**src/elev_macros.svh**
```systemverilog
// shared sizing for the car controller; ELEV_FLOOR_W must be wide enough for ELEV_NUM_FLOORS-1
`ifndef ELEV_MACROS_SVH
`define ELEV_MACROS_SVH

// building size
`define ELEV_NUM_FLOORS 8

// floor index width as log2 of the floor count
`define ELEV_FLOOR_W 3

// cycles the door stays open, kept below 256 by the 8-bit dwell counter
`define ELEV_DWELL_CYCLES 10

`endif

```
**src/elev_motion_pkg.sv**
```systemverilog
// car motion types; floor masks are one bit per floor with bit 0 at the ground floor
`default_nettype none

`include "elev_macros.svh"

package elev_motion_pkg;

	typedef logic [`ELEV_NUM_FLOORS-1:0] floor_mask_t;	// one request bit per floor
	typedef logic [`ELEV_FLOOR_W-1:0] floor_t;		// floor index

	typedef enum logic {
		DIR_DOWN = 1'b0,
		DIR_UP   = 1'b1
	} dir_e;

	// motor command in the same coding the drive expects
	typedef enum logic [1:0] {
		ENG_IDLE = 2'd0,
		ENG_DOWN = 2'd1,
		ENG_UP   = 2'd2
	} engine_e;

	typedef enum logic [1:0] {
		T_PARKED  = 2'd0,	// stopped and choosing the next move
		T_MOVING  = 2'd1,	// engine running between floors
		T_SERVING = 2'd2	// stopped for door service
	} travel_state_e;

endpackage

`default_nettype wire

```
**src/elev_door_pkg.sv**
```systemverilog
// door types; the sensor coding follows the door drive which never reports 3
`default_nettype none

package elev_door_pkg;

	typedef enum logic [1:0] {
		DOOR_IDLE  = 2'd0,
		DOOR_OPEN  = 2'd1,
		DOOR_CLOSE = 2'd2
	} door_cmd_e;

	typedef enum logic [1:0] {
		SENSE_BETWEEN = 2'd0,
		SENSE_OPEN    = 2'd1,
		SENSE_CLOSED  = 2'd2
	} door_sense_e;

	typedef enum logic [1:0] {D_IDLE, D_OPENING, D_DWELL, D_CLOSING} door_state_e;

endpackage

`default_nettype wire

```
**src/request_if.sv**
```systemverilog
// pending masks and clear commands between request storage and dispatch; clears are one-cycle pulses
`default_nettype none
`timescale 1ns/1ps

interface request_if;
	import elev_motion_pkg::*;

	floor_mask_t car_pending;	// car buttons
	floor_mask_t up_pending;	// hall up buttons
	floor_mask_t down_pending;	// hall down buttons

	logic   clr_valid;		// one-cycle clear strobe
	floor_t clr_floor;		// floor being served
	logic   clr_up;			// also drop hall up there
	logic   clr_down;		// also drop hall down there

	modport store (
		output car_pending, up_pending, down_pending,
		input  clr_valid, clr_floor, clr_up, clr_down
	);

	modport dispatch (
		input  car_pending, up_pending, down_pending,
		output clr_valid, clr_floor, clr_up, clr_down
	);

endinterface

`default_nettype wire

```
**src/request_regs.sv**
```systemverilog
// sticky button latches; a press in the same cycle as its clear keeps the request pending
`default_nettype none
`timescale 1ns/1ps

`include "elev_macros.svh"

module request_regs (
	input  logic                         clk,
	input  logic                         reset,
	input  elev_motion_pkg::floor_mask_t i_btn_car,
	input  elev_motion_pkg::floor_mask_t i_btn_up,
	input  elev_motion_pkg::floor_mask_t i_btn_down,
	request_if.store                     req
);
	import elev_motion_pkg::*;

	floor_mask_t clr_bit;
	floor_mask_t up_exists;
	floor_mask_t down_exists;

	function automatic floor_mask_t next_mask(input floor_mask_t cur, input floor_mask_t clr,
			input floor_mask_t press, input floor_mask_t exists);
		return ((cur & ~clr) | press) & exists;
	endfunction

	assign clr_bit     = req.clr_valid ? (floor_mask_t'(1) << req.clr_floor) : '0;
	assign up_exists   = ~(floor_mask_t'(1) << (`ELEV_NUM_FLOORS - 1));	// no up button on top
	assign down_exists = ~floor_mask_t'(1);				// no down button at ground

	always_ff @(posedge clk or negedge reset) begin
		if (!reset) begin
			req.car_pending  <= '0;
			req.up_pending   <= '0;
			req.down_pending <= '0;
		end else begin
			req.car_pending  <= next_mask(req.car_pending, clr_bit, i_btn_car, '1);
			req.up_pending   <= next_mask(req.up_pending, req.clr_up ? clr_bit : '0,
				i_btn_up, up_exists);
			req.down_pending <= next_mask(req.down_pending, req.clr_down ? clr_bit : '0,
				i_btn_down, down_exists);
		end
	end

	// dispatch relies on this to never target a missing button
	a_no_up_at_top: assert property (@(posedge clk) disable iff (!reset)
		!req.up_pending[`ELEV_NUM_FLOORS-1]);

endmodule

`default_nettype wire

```
**src/car_dispatch.sv**
```systemverilog
// sweep dispatcher; the reached pulse must drop between floors or the next arrival is missed
`default_nettype none
`timescale 1ns/1ps

`include "elev_macros.svh"

module car_dispatch (
	input  logic                     clk,
	input  logic                     reset,
	request_if.dispatch              req,
	input  logic                     i_sensor_up,
	input  logic                     i_sensor_down,
	input  logic                     i_svc_ready,
	input  logic                     i_door_busy,
	output logic                     o_svc_valid,
	output elev_motion_pkg::engine_e o_engine,
	output elev_motion_pkg::dir_e    o_direction,
	output elev_motion_pkg::floor_t  o_level
);
	import elev_motion_pkg::*;

	travel_state_e state;
	logic          reached_q;		// previous reached sample
	logic          arrived;		// level just stepped so the stop rule applies

	floor_mask_t any_pending;
	floor_mask_t here_bit;
	floor_mask_t below_mask;
	floor_mask_t above_mask;
	logic        reached;
	logic        reached_edge;
	logic        pend_above;
	logic        pend_below;
	logic        ahead;
	logic        behind;
	logic        here_car;
	logic        here_up;
	logic        here_down;
	logic        stop_here;
	logic        turn;
	logic        serve_now;

	assign reached      = i_sensor_up & i_sensor_down;
	assign reached_edge = reached & ~reached_q;

	assign any_pending = req.car_pending | req.up_pending | req.down_pending;
	assign here_bit    = floor_mask_t'(1) << o_level;
	assign below_mask  = here_bit - floor_mask_t'(1);
	assign above_mask  = ~(below_mask | here_bit);
	assign pend_above  = |(any_pending & above_mask);
	assign pend_below  = |(any_pending & below_mask);
	assign ahead       = (o_direction == DIR_UP) ? pend_above : pend_below;
	assign behind      = (o_direction == DIR_UP) ? pend_below : pend_above;

	assign here_car  = req.car_pending[o_level];
	assign here_up   = req.up_pending[o_level];
	assign here_down = req.down_pending[o_level];

	// hall call against the sweep only counts when nothing lies further on
	assign stop_here = here_car | ((o_direction == DIR_UP) ?
		(here_up | (here_down & ~ahead)) : (here_down | (here_up & ~ahead)));
	assign turn      = ~ahead & (behind | ((o_direction == DIR_UP) ? here_down : here_up));

	assign serve_now = stop_here & ((state == T_PARKED && !i_door_busy) ||
		(state == T_MOVING && arrived));

	always_ff @(posedge clk or negedge reset) begin
		if (!reset) begin
			state         <= T_PARKED;
			o_engine      <= ENG_IDLE;
			o_direction   <= DIR_UP;
			o_level       <= '0;
			o_svc_valid   <= 1'b0;
			reached_q     <= 1'b0;
			arrived       <= 1'b0;
			req.clr_valid <= 1'b0;
			req.clr_floor <= '0;
			req.clr_up    <= 1'b0;
			req.clr_down  <= 1'b0;
		end else begin
			reached_q     <= reached;
			arrived       <= 1'b0;
			req.clr_valid <= 1'b0;
			if (serve_now) begin
				state         <= T_SERVING;
				o_engine      <= ENG_IDLE;
				o_svc_valid   <= 1'b1;
				req.clr_valid <= 1'b1;
				req.clr_floor <= o_level;
				req.clr_up    <= (o_direction == DIR_UP) | ~ahead;	// both halls on a turn
				req.clr_down  <= (o_direction == DIR_DOWN) | ~ahead;
				if (turn)
					o_direction <= (o_direction == DIR_UP) ? DIR_DOWN : DIR_UP;
			end else begin
				case (state)
					T_PARKED: begin
						if (!i_door_busy && ahead) begin
							state    <= T_MOVING;
							o_engine <= (o_direction == DIR_UP) ? ENG_UP : ENG_DOWN;
						end else if (!i_door_busy && behind) begin
							state       <= T_MOVING;	// reverse and go
							o_direction <= (o_direction == DIR_UP) ? DIR_DOWN : DIR_UP;
							o_engine    <= (o_direction == DIR_UP) ? ENG_DOWN : ENG_UP;
						end
					end
					T_MOVING: begin
						if (reached_edge) begin
							o_level <= (o_engine == ENG_UP) ? o_level + 1'b1 : o_level - 1'b1;
							arrived <= 1'b1;
						end else if (arrived && !ahead) begin
							state    <= T_PARKED;	// nothing left to chase
							o_engine <= ENG_IDLE;
						end
					end
					T_SERVING: begin
						if (o_svc_valid && i_svc_ready) begin
							o_svc_valid <= 1'b0;
							state       <= T_PARKED;
						end
					end
					default: state <= T_PARKED;
				endcase
			end
		end
	end

	a_idle_door_busy: assert property (@(posedge clk) disable iff (!reset)
		i_door_busy |-> o_engine == ENG_IDLE);

	// a floor step never runs past either end of the shaft
	a_level_range: assert property (@(posedge clk) disable iff (!reset)
		(state == T_MOVING && reached_edge) |-> ((o_engine == ENG_UP) ?
		(o_level != floor_t'(`ELEV_NUM_FLOORS - 1)) : (o_level != '0)));

endmodule

`default_nettype wire

```
**src/door_ctrl.sv**
```systemverilog
// door sequencer; the door sensor must stay closed while the command is idle
`default_nettype none
`timescale 1ns/1ps

`include "elev_macros.svh"

module door_ctrl (
	input  logic                       clk,
	input  logic                       reset,
	input  logic                       i_svc_valid,
	input  elev_door_pkg::door_sense_e i_sensor_door,
	input  logic                       i_sensor_inside,
	input  logic                       i_overload,
	input  logic                       i_open_btn,
	output elev_door_pkg::door_cmd_e   o_door,
	output logic                       o_svc_ready,
	output logic                       o_door_busy
);
	import elev_door_pkg::*;

	door_state_e state;
	logic [7:0]  dwell_cnt;
	logic        reopen;

	assign reopen      = i_sensor_inside | i_overload | i_open_btn;
	assign o_door_busy = (state != D_IDLE);

	always_comb begin
		case (state)
			D_OPENING: o_door = DOOR_OPEN;
			D_CLOSING: o_door = DOOR_CLOSE;
			default:   o_door = DOOR_IDLE;	// motor off while idle or dwelling
		endcase
	end

	always_ff @(posedge clk or negedge reset) begin
		if (!reset) begin
			state       <= D_IDLE;
			dwell_cnt   <= '0;
			o_svc_ready <= 1'b0;
		end else begin
			o_svc_ready <= 1'b0;
			case (state)
				D_IDLE: begin
					// valid is still high in the handshake cycle
					if (i_svc_valid && !o_svc_ready)
						state <= D_OPENING;
				end
				D_OPENING: begin
					if (i_sensor_door == SENSE_OPEN) begin
						state     <= D_DWELL;
						dwell_cnt <= '0;
					end
				end
				D_DWELL: begin
					dwell_cnt <= dwell_cnt + 8'd1;
					if (dwell_cnt == 8'(`ELEV_DWELL_CYCLES - 1))
						state <= D_CLOSING;
				end
				D_CLOSING: begin
					if (reopen) begin
						state <= D_OPENING;	// obstruction, overload or open button
					end else if (i_sensor_door == SENSE_CLOSED) begin
						state       <= D_IDLE;
						o_svc_ready <= 1'b1;
					end
				end
				default: state <= D_IDLE;
			endcase
		end
	end

	a_ready_closed: assert property (@(posedge clk) disable iff (!reset)
		o_svc_ready |-> i_sensor_door == SENSE_CLOSED);

endmodule

`default_nettype wire

```
**src/elevator_top.sv**
```systemverilog
// single car controller; hall up at the top floor and hall down at floor 0 are ignored
`default_nettype none
`timescale 1ns/1ps

module elevator_top (
	input  logic                         clk,
	input  logic                         reset,
	input  elev_motion_pkg::floor_mask_t i_btn_car,
	input  elev_motion_pkg::floor_mask_t i_btn_up,
	input  elev_motion_pkg::floor_mask_t i_btn_down,
	input  logic                         i_sensor_up,
	input  logic                         i_sensor_down,
	input  elev_door_pkg::door_sense_e   i_sensor_door,
	input  logic                         i_sensor_inside,
	input  logic                         i_overload,
	input  logic                         i_open_btn,
	output elev_motion_pkg::engine_e     o_engine,
	output elev_door_pkg::door_cmd_e     o_door,
	output elev_motion_pkg::dir_e        o_direction,
	output elev_motion_pkg::floor_t      o_level
);

	logic svc_valid;		// stop service request
	logic svc_ready;		// door cycle finished
	logic door_busy;		// holds the engine off

	request_if req_bus ();

	request_regs u_request_regs (
		.clk        (clk),
		.reset      (reset),
		.i_btn_car  (i_btn_car),
		.i_btn_up   (i_btn_up),
		.i_btn_down (i_btn_down),
		.req        (req_bus.store)
	);

	car_dispatch u_car_dispatch (
		.clk           (clk),
		.reset         (reset),
		.req           (req_bus.dispatch),
		.i_sensor_up   (i_sensor_up),
		.i_sensor_down (i_sensor_down),
		.i_svc_ready   (svc_ready),
		.i_door_busy   (door_busy),
		.o_svc_valid   (svc_valid),
		.o_engine      (o_engine),
		.o_direction   (o_direction),
		.o_level       (o_level)
	);

	door_ctrl u_door_ctrl (
		.clk             (clk),
		.reset           (reset),
		.i_svc_valid     (svc_valid),
		.i_sensor_door   (i_sensor_door),
		.i_sensor_inside (i_sensor_inside),
		.i_overload      (i_overload),
		.i_open_btn      (i_open_btn),
		.o_door          (o_door),
		.o_svc_ready     (svc_ready),
		.o_door_busy     (door_busy)
	);

endmodule

`default_nettype wire

```
**config.mk**
```make
export PLATFORM = sky130hd
export DESIGN_NAME = elevator_top
export DESIGN_NICKNAME = d
export VERILOG_FILES = /design/src/elev_motion_pkg.sv /design/src/elev_door_pkg.sv /design/src/request_if.sv /design/src/request_regs.sv /design/src/car_dispatch.sv /design/src/door_ctrl.sv /design/src/elevator_top.sv
export VERILOG_INCLUDE_DIRS = /design/src
export SDC_FILE = /design/constraint.sdc
export NUM_CORES = 1
export LEC_CHECK = 0
export ABC_CLOCK_PERIOD_IN_PS = 3300
export BUFFER_PORTS_ARGS = -buffer_cell sky130_fd_sc_hd__buf_2
export CORE_ASPECT_RATIO = 0.75
export CORE_MARGIN = 2
export CORE_UTILIZATION = 30
export DETAILED_ROUTE_END_ITERATION = 7
export SYNTH_ARGS = -nofsm -noshare
export SYNTH_HDL_FRONTEND = slang
export SYNTH_SLANG_ARGS = --single-unit
```
**constraint.sdc**
```tcl
create_clock -name clk -period 3.3 [get_ports clk]
set_input_delay 0.495 -clock clk [delete_from_list [all_inputs] [get_ports clk]]
set_output_delay 0.495 -clock clk [all_outputs]
set_load 0.01 [all_outputs]
```
==> flow_summary.json <==
{
  "r2r_start": "u_car_dispatch.o_level[0]",
  "crit_path_max_fanout": 5,
  "critical-path-top-delay-family": "compound AO/OA/AOI/OAI gates",
  "first_iter_violations": 193,
  "whs_ns": 0.325,
  "postSynthCellCount": 298,
  "area_growth_pct": 17.8,
  "syn_nets": 346,
  "clock-sinks": 50,
  "hpwl_mm": 5.36,
  "dr.pass1.iters": 4,
  "worstMarginPinSlew_ns": 0.888,
  "cap_violations": 0,
  "port_buffers": 38,
  "seqPwrFrac": 0.341,
  "arrival_ns": 3.17,
  "cpMaxStageDelayCell": "dfrtp_1",
  "cts_buffer_depth": 2,
  "power_uw": 2760,
  "pwr_density_cell_mw_per_mm2": 788,
  "drcViolationCount": 0,
  "synth-compound-area-share": 0.178,
  "outcome": "complete, no violations",
  "synth_seq_cells": 50,
  "synth.area.mux_share": 0.0963,
  "tns_ns": 0,
  "skew_ns": 0.00581,
  "htreeDepth": 2,
  "drt_wl_total_mm": 6.93,
  "n_antenna_cell": 0,
  "synth_top_family_by_area": "compound AO/OA/AOI/OAI gates",
  "syn_area_mm2": 0.00298,
  "grt_max_degree": 40,
  "p_leak_uw": 0.00138,
  "grt_pass1_wl_mm": 12.2,
  "grt-ovfl-total": 0,
  "hold_path.class": "input port to async pin",
  "slew-limit-headroom": 0.408,
  "seq_area_frac_synth": 0.421,
  "cp_num_cells": 13,
  "critPathBufInv": 3,
  "intPower_uw": 1670,
  "core-area_mm2": 0.00966,
  "place_ws_ns": 0.335,
  "cts_setup_buffers": 0,
  "end_kind": "register",
  "layout_min_cycle_time_ns": 2.99,
  "switchingPower_uw": 1090,
  "die_h_um": 90.2,
  "drive_above_1_share": 0.227,
  "startpoint_type": "register",
  "r2r_end": "u_car_dispatch.o_level[1]",
  "rsz0062_at_grt": "no",
  "async_flop_share": 1.00,
  "share_comb_of_total_power": 0.439,
  "clock_latency_ns": 0.29,
  "finalMaxSlewViolations": 0,
  "r2r_slack_ns": 0.31,
  "start_util": 0.308,
  "period_share": 0.906,
  "gp_congestion": 0.795,
  "synth_fa_ha_area_frac": 0.0656,
  "swShare": 0.394,
  "hold_buffers": 0,
  "vias_per_cell": 4.99,
  "fin_nets": 386,
  "synth_xor_area_frac": 0.0294,
  "antenna_found_initial": 0,
  "cp.required_ns": 3.48,
  "cts_buffers": 5,
  "worst_slack_ns": 0.309,
  "grt_pass1_vias": 2387,
  "die_w_um": 119,
  "hold_viol": 0,
  "routedWlPerCell_um": 14.7,
  "clk_pin_slew_ns": 0.07,
  "num_vias": 2348,
  "placementRows": 31,
  "setup_viol_count_final": 0,
  "ys_warn_count": 0,
  "reg2reg_depth": 13,
  "grt_usage": 0.140,
  "io_pins": 41,
  "mostFrequentLayoutCells": "dfrtp_1 (49), buf_2 (38), nand2_1 (29), nor2_1 (21), a21o_1 (19)",
  "synth_edf_count": 0,
  "layout_commonest_cell": "dfrtp_1",
  "cts_tree": "built",
  "clkPwrFrac": 0.219,
  "ir_drop_mv": 0.339,
  "clockRootBuffer": "clkbuf_16",
  "cts_resized": 0,
  "synth-simple-area-share": 0.175,
  "cp_slowest_stage_delay_ns": 0.40,
  "ant_nets": 0,
  "fillCellCount": 986,
  "path_cells": "inv_1 > or3_1 > ha_1 > o21ai_0 > ha_1 > o31ai_1 > nand4_1 > o21ai_0 > buf_4 > a221oi_4 > buf_4 > o21bai_1 > mux2_2",
  "synth_flop_cell": "dfrtp_1",
  "dieArea_mm2": 0.0107,
  "critPathKind": "register to register",
  "ys_types": 47,
  "syn-mean-instance-area_um2": 9.98,
  "fmax_ghz": 0.334
}
==> metrics by stage <==
| stage | util | area (um2) | instances |
|---|---|---|---|
| 2_1_floorplan | - | 2980 | 298 |
| 3_3_place_gp | 0.345 | 3330 | 463 |
| 3_5_place_dp | 0.345 | 3330 | 463 |
| 4_1_cts | 0.363 | 3500 | 471 |
| 5_1_grt | 0.363 | 3500 | 471 |
| 6_report | 0.363 | 3500 | 471 |
==> cell type report <==
cell class              instances  area [um2]  share of cell area
clock buffers                   5         125              0.0357
clock inverters                 3        48.8              0.0139
inverters                      11        41.3              0.0118
multi-input cells             224        1620               0.463
flip-flops and latches         50        1250               0.357
well taps                     132         165              0.0471
repair buffers                 46         250              0.0714
==> metal layers <==
| metal | track usage | part of all wire |
|---|---|---|
| met1 | 0.217 | 0.50 |
| met2 | 0.200 | 0.44 |
| met3 | 0.0311 | 0.050 |
| met4 | 0.0248 | 0.0069 |
| met5 | 0 | 0 |
==> kinds of logic (layout without fill, tap and decap cells) <==
group | count (synthesis) | in the layout
and+or+nand+nor | 104 | 104
AOI/OAI and AO/OA | 74 | 74
DFF | 50 | 50
buffers and inverters | 24 | 65
muxes | 21 | 21
adders and majority gates | 15 | 15
xor gates and xnor gates | 10 | 10
==> power by group through the flow <==
stage               clock network [uW]  logic (uW)  registers, uW
floorplan                            0         948            877
global placement                     0        1190            944
detailed placement                   0        1220            952
CTS                                623        1230            941
global route                       649        1380            972
finish                             605        1210            943
==> worst max path at each step <==
stage / from / endpoint / slack, ns
floorplan: u_car_dispatch.o_level[1] / u_car_dispatch.req.clr_down / 0.04
global placement: u_car_dispatch.o_level[1] / u_car_dispatch.o_level[1] / 0.38
detailed placement: u_car_dispatch.o_level[0] / u_car_dispatch.o_level[1] / 0.34
CTS: u_car_dispatch.o_level[0] / u_car_dispatch.o_level[1] / 0.30
global route: u_car_dispatch.o_level[1] / u_car_dispatch.o_level[1] / 0.006
finish: u_car_dispatch.o_level[0] / u_car_dispatch.o_level[1] / 0.31
==> registers in the layout (all words and copies together), names as in the netlist, 2 cells and up <==
name                             flops
u_car_dispatch.o_engine              2
u_car_dispatch.o_level               3
u_car_dispatch.req.clr_floor         3
u_car_dispatch.state                 2
u_door_ctrl.dwell_cnt                8
u_door_ctrl.state                    2
u_request_regs.req.car_pending       8
u_request_regs.req.down_pending      7
u_request_regs.req.up_pending        7
==> synth_stat cells, types with 2 or more instances <==
| library cell | n | area share |
|---|---|---|
| nand2_1 | 29 | 0.037 |
| nand3_1 | 10 | 0.017 |
| or3b_2 | 2 | 0.0059 |
| a21o_1 | 19 | 0.048 |
| or2_2 | 2 | 0.0042 |
| ha_1 | 14 | 0.059 |
| mux2i_1 | 5 | 0.017 |
| o31ai_1 | 12 | 0.030 |
| or3_1 | 4 | 0.0084 |
| dfrtp_1 | 49 | 0.41 |
| xor2_1 | 5 | 0.015 |
| nor3_1 | 5 | 0.0084 |
| o2111ai_1 | 5 | 0.015 |
| nor2b_1 | 4 | 0.0084 |
| buf_2 | 3 | 0.0050 |
| mux4_2 | 5 | 0.038 |
| o211ai_1 | 3 | 0.0076 |
| nor2_1 | 21 | 0.026 |
| mux2_2 | 10 | 0.038 |
| a21oi_1 | 6 | 0.010 |
| xnor2_1 | 5 | 0.015 |
| o22ai_1 | 2 | 0.0042 |
| nand4_1 | 3 | 0.0063 |
| a31oi_1 | 3 | 0.0063 |
| nand2b_1 | 17 | 0.036 |
| a211oi_1 | 2 | 0.0050 |
| o21bai_1 | 3 | 0.0076 |
| clkbuf_1 | 9 | 0.011 |
| inv_1 | 11 | 0.014 |
| o21ai_0 | 13 | 0.022 |
Power figures use the tool's default switching activity.
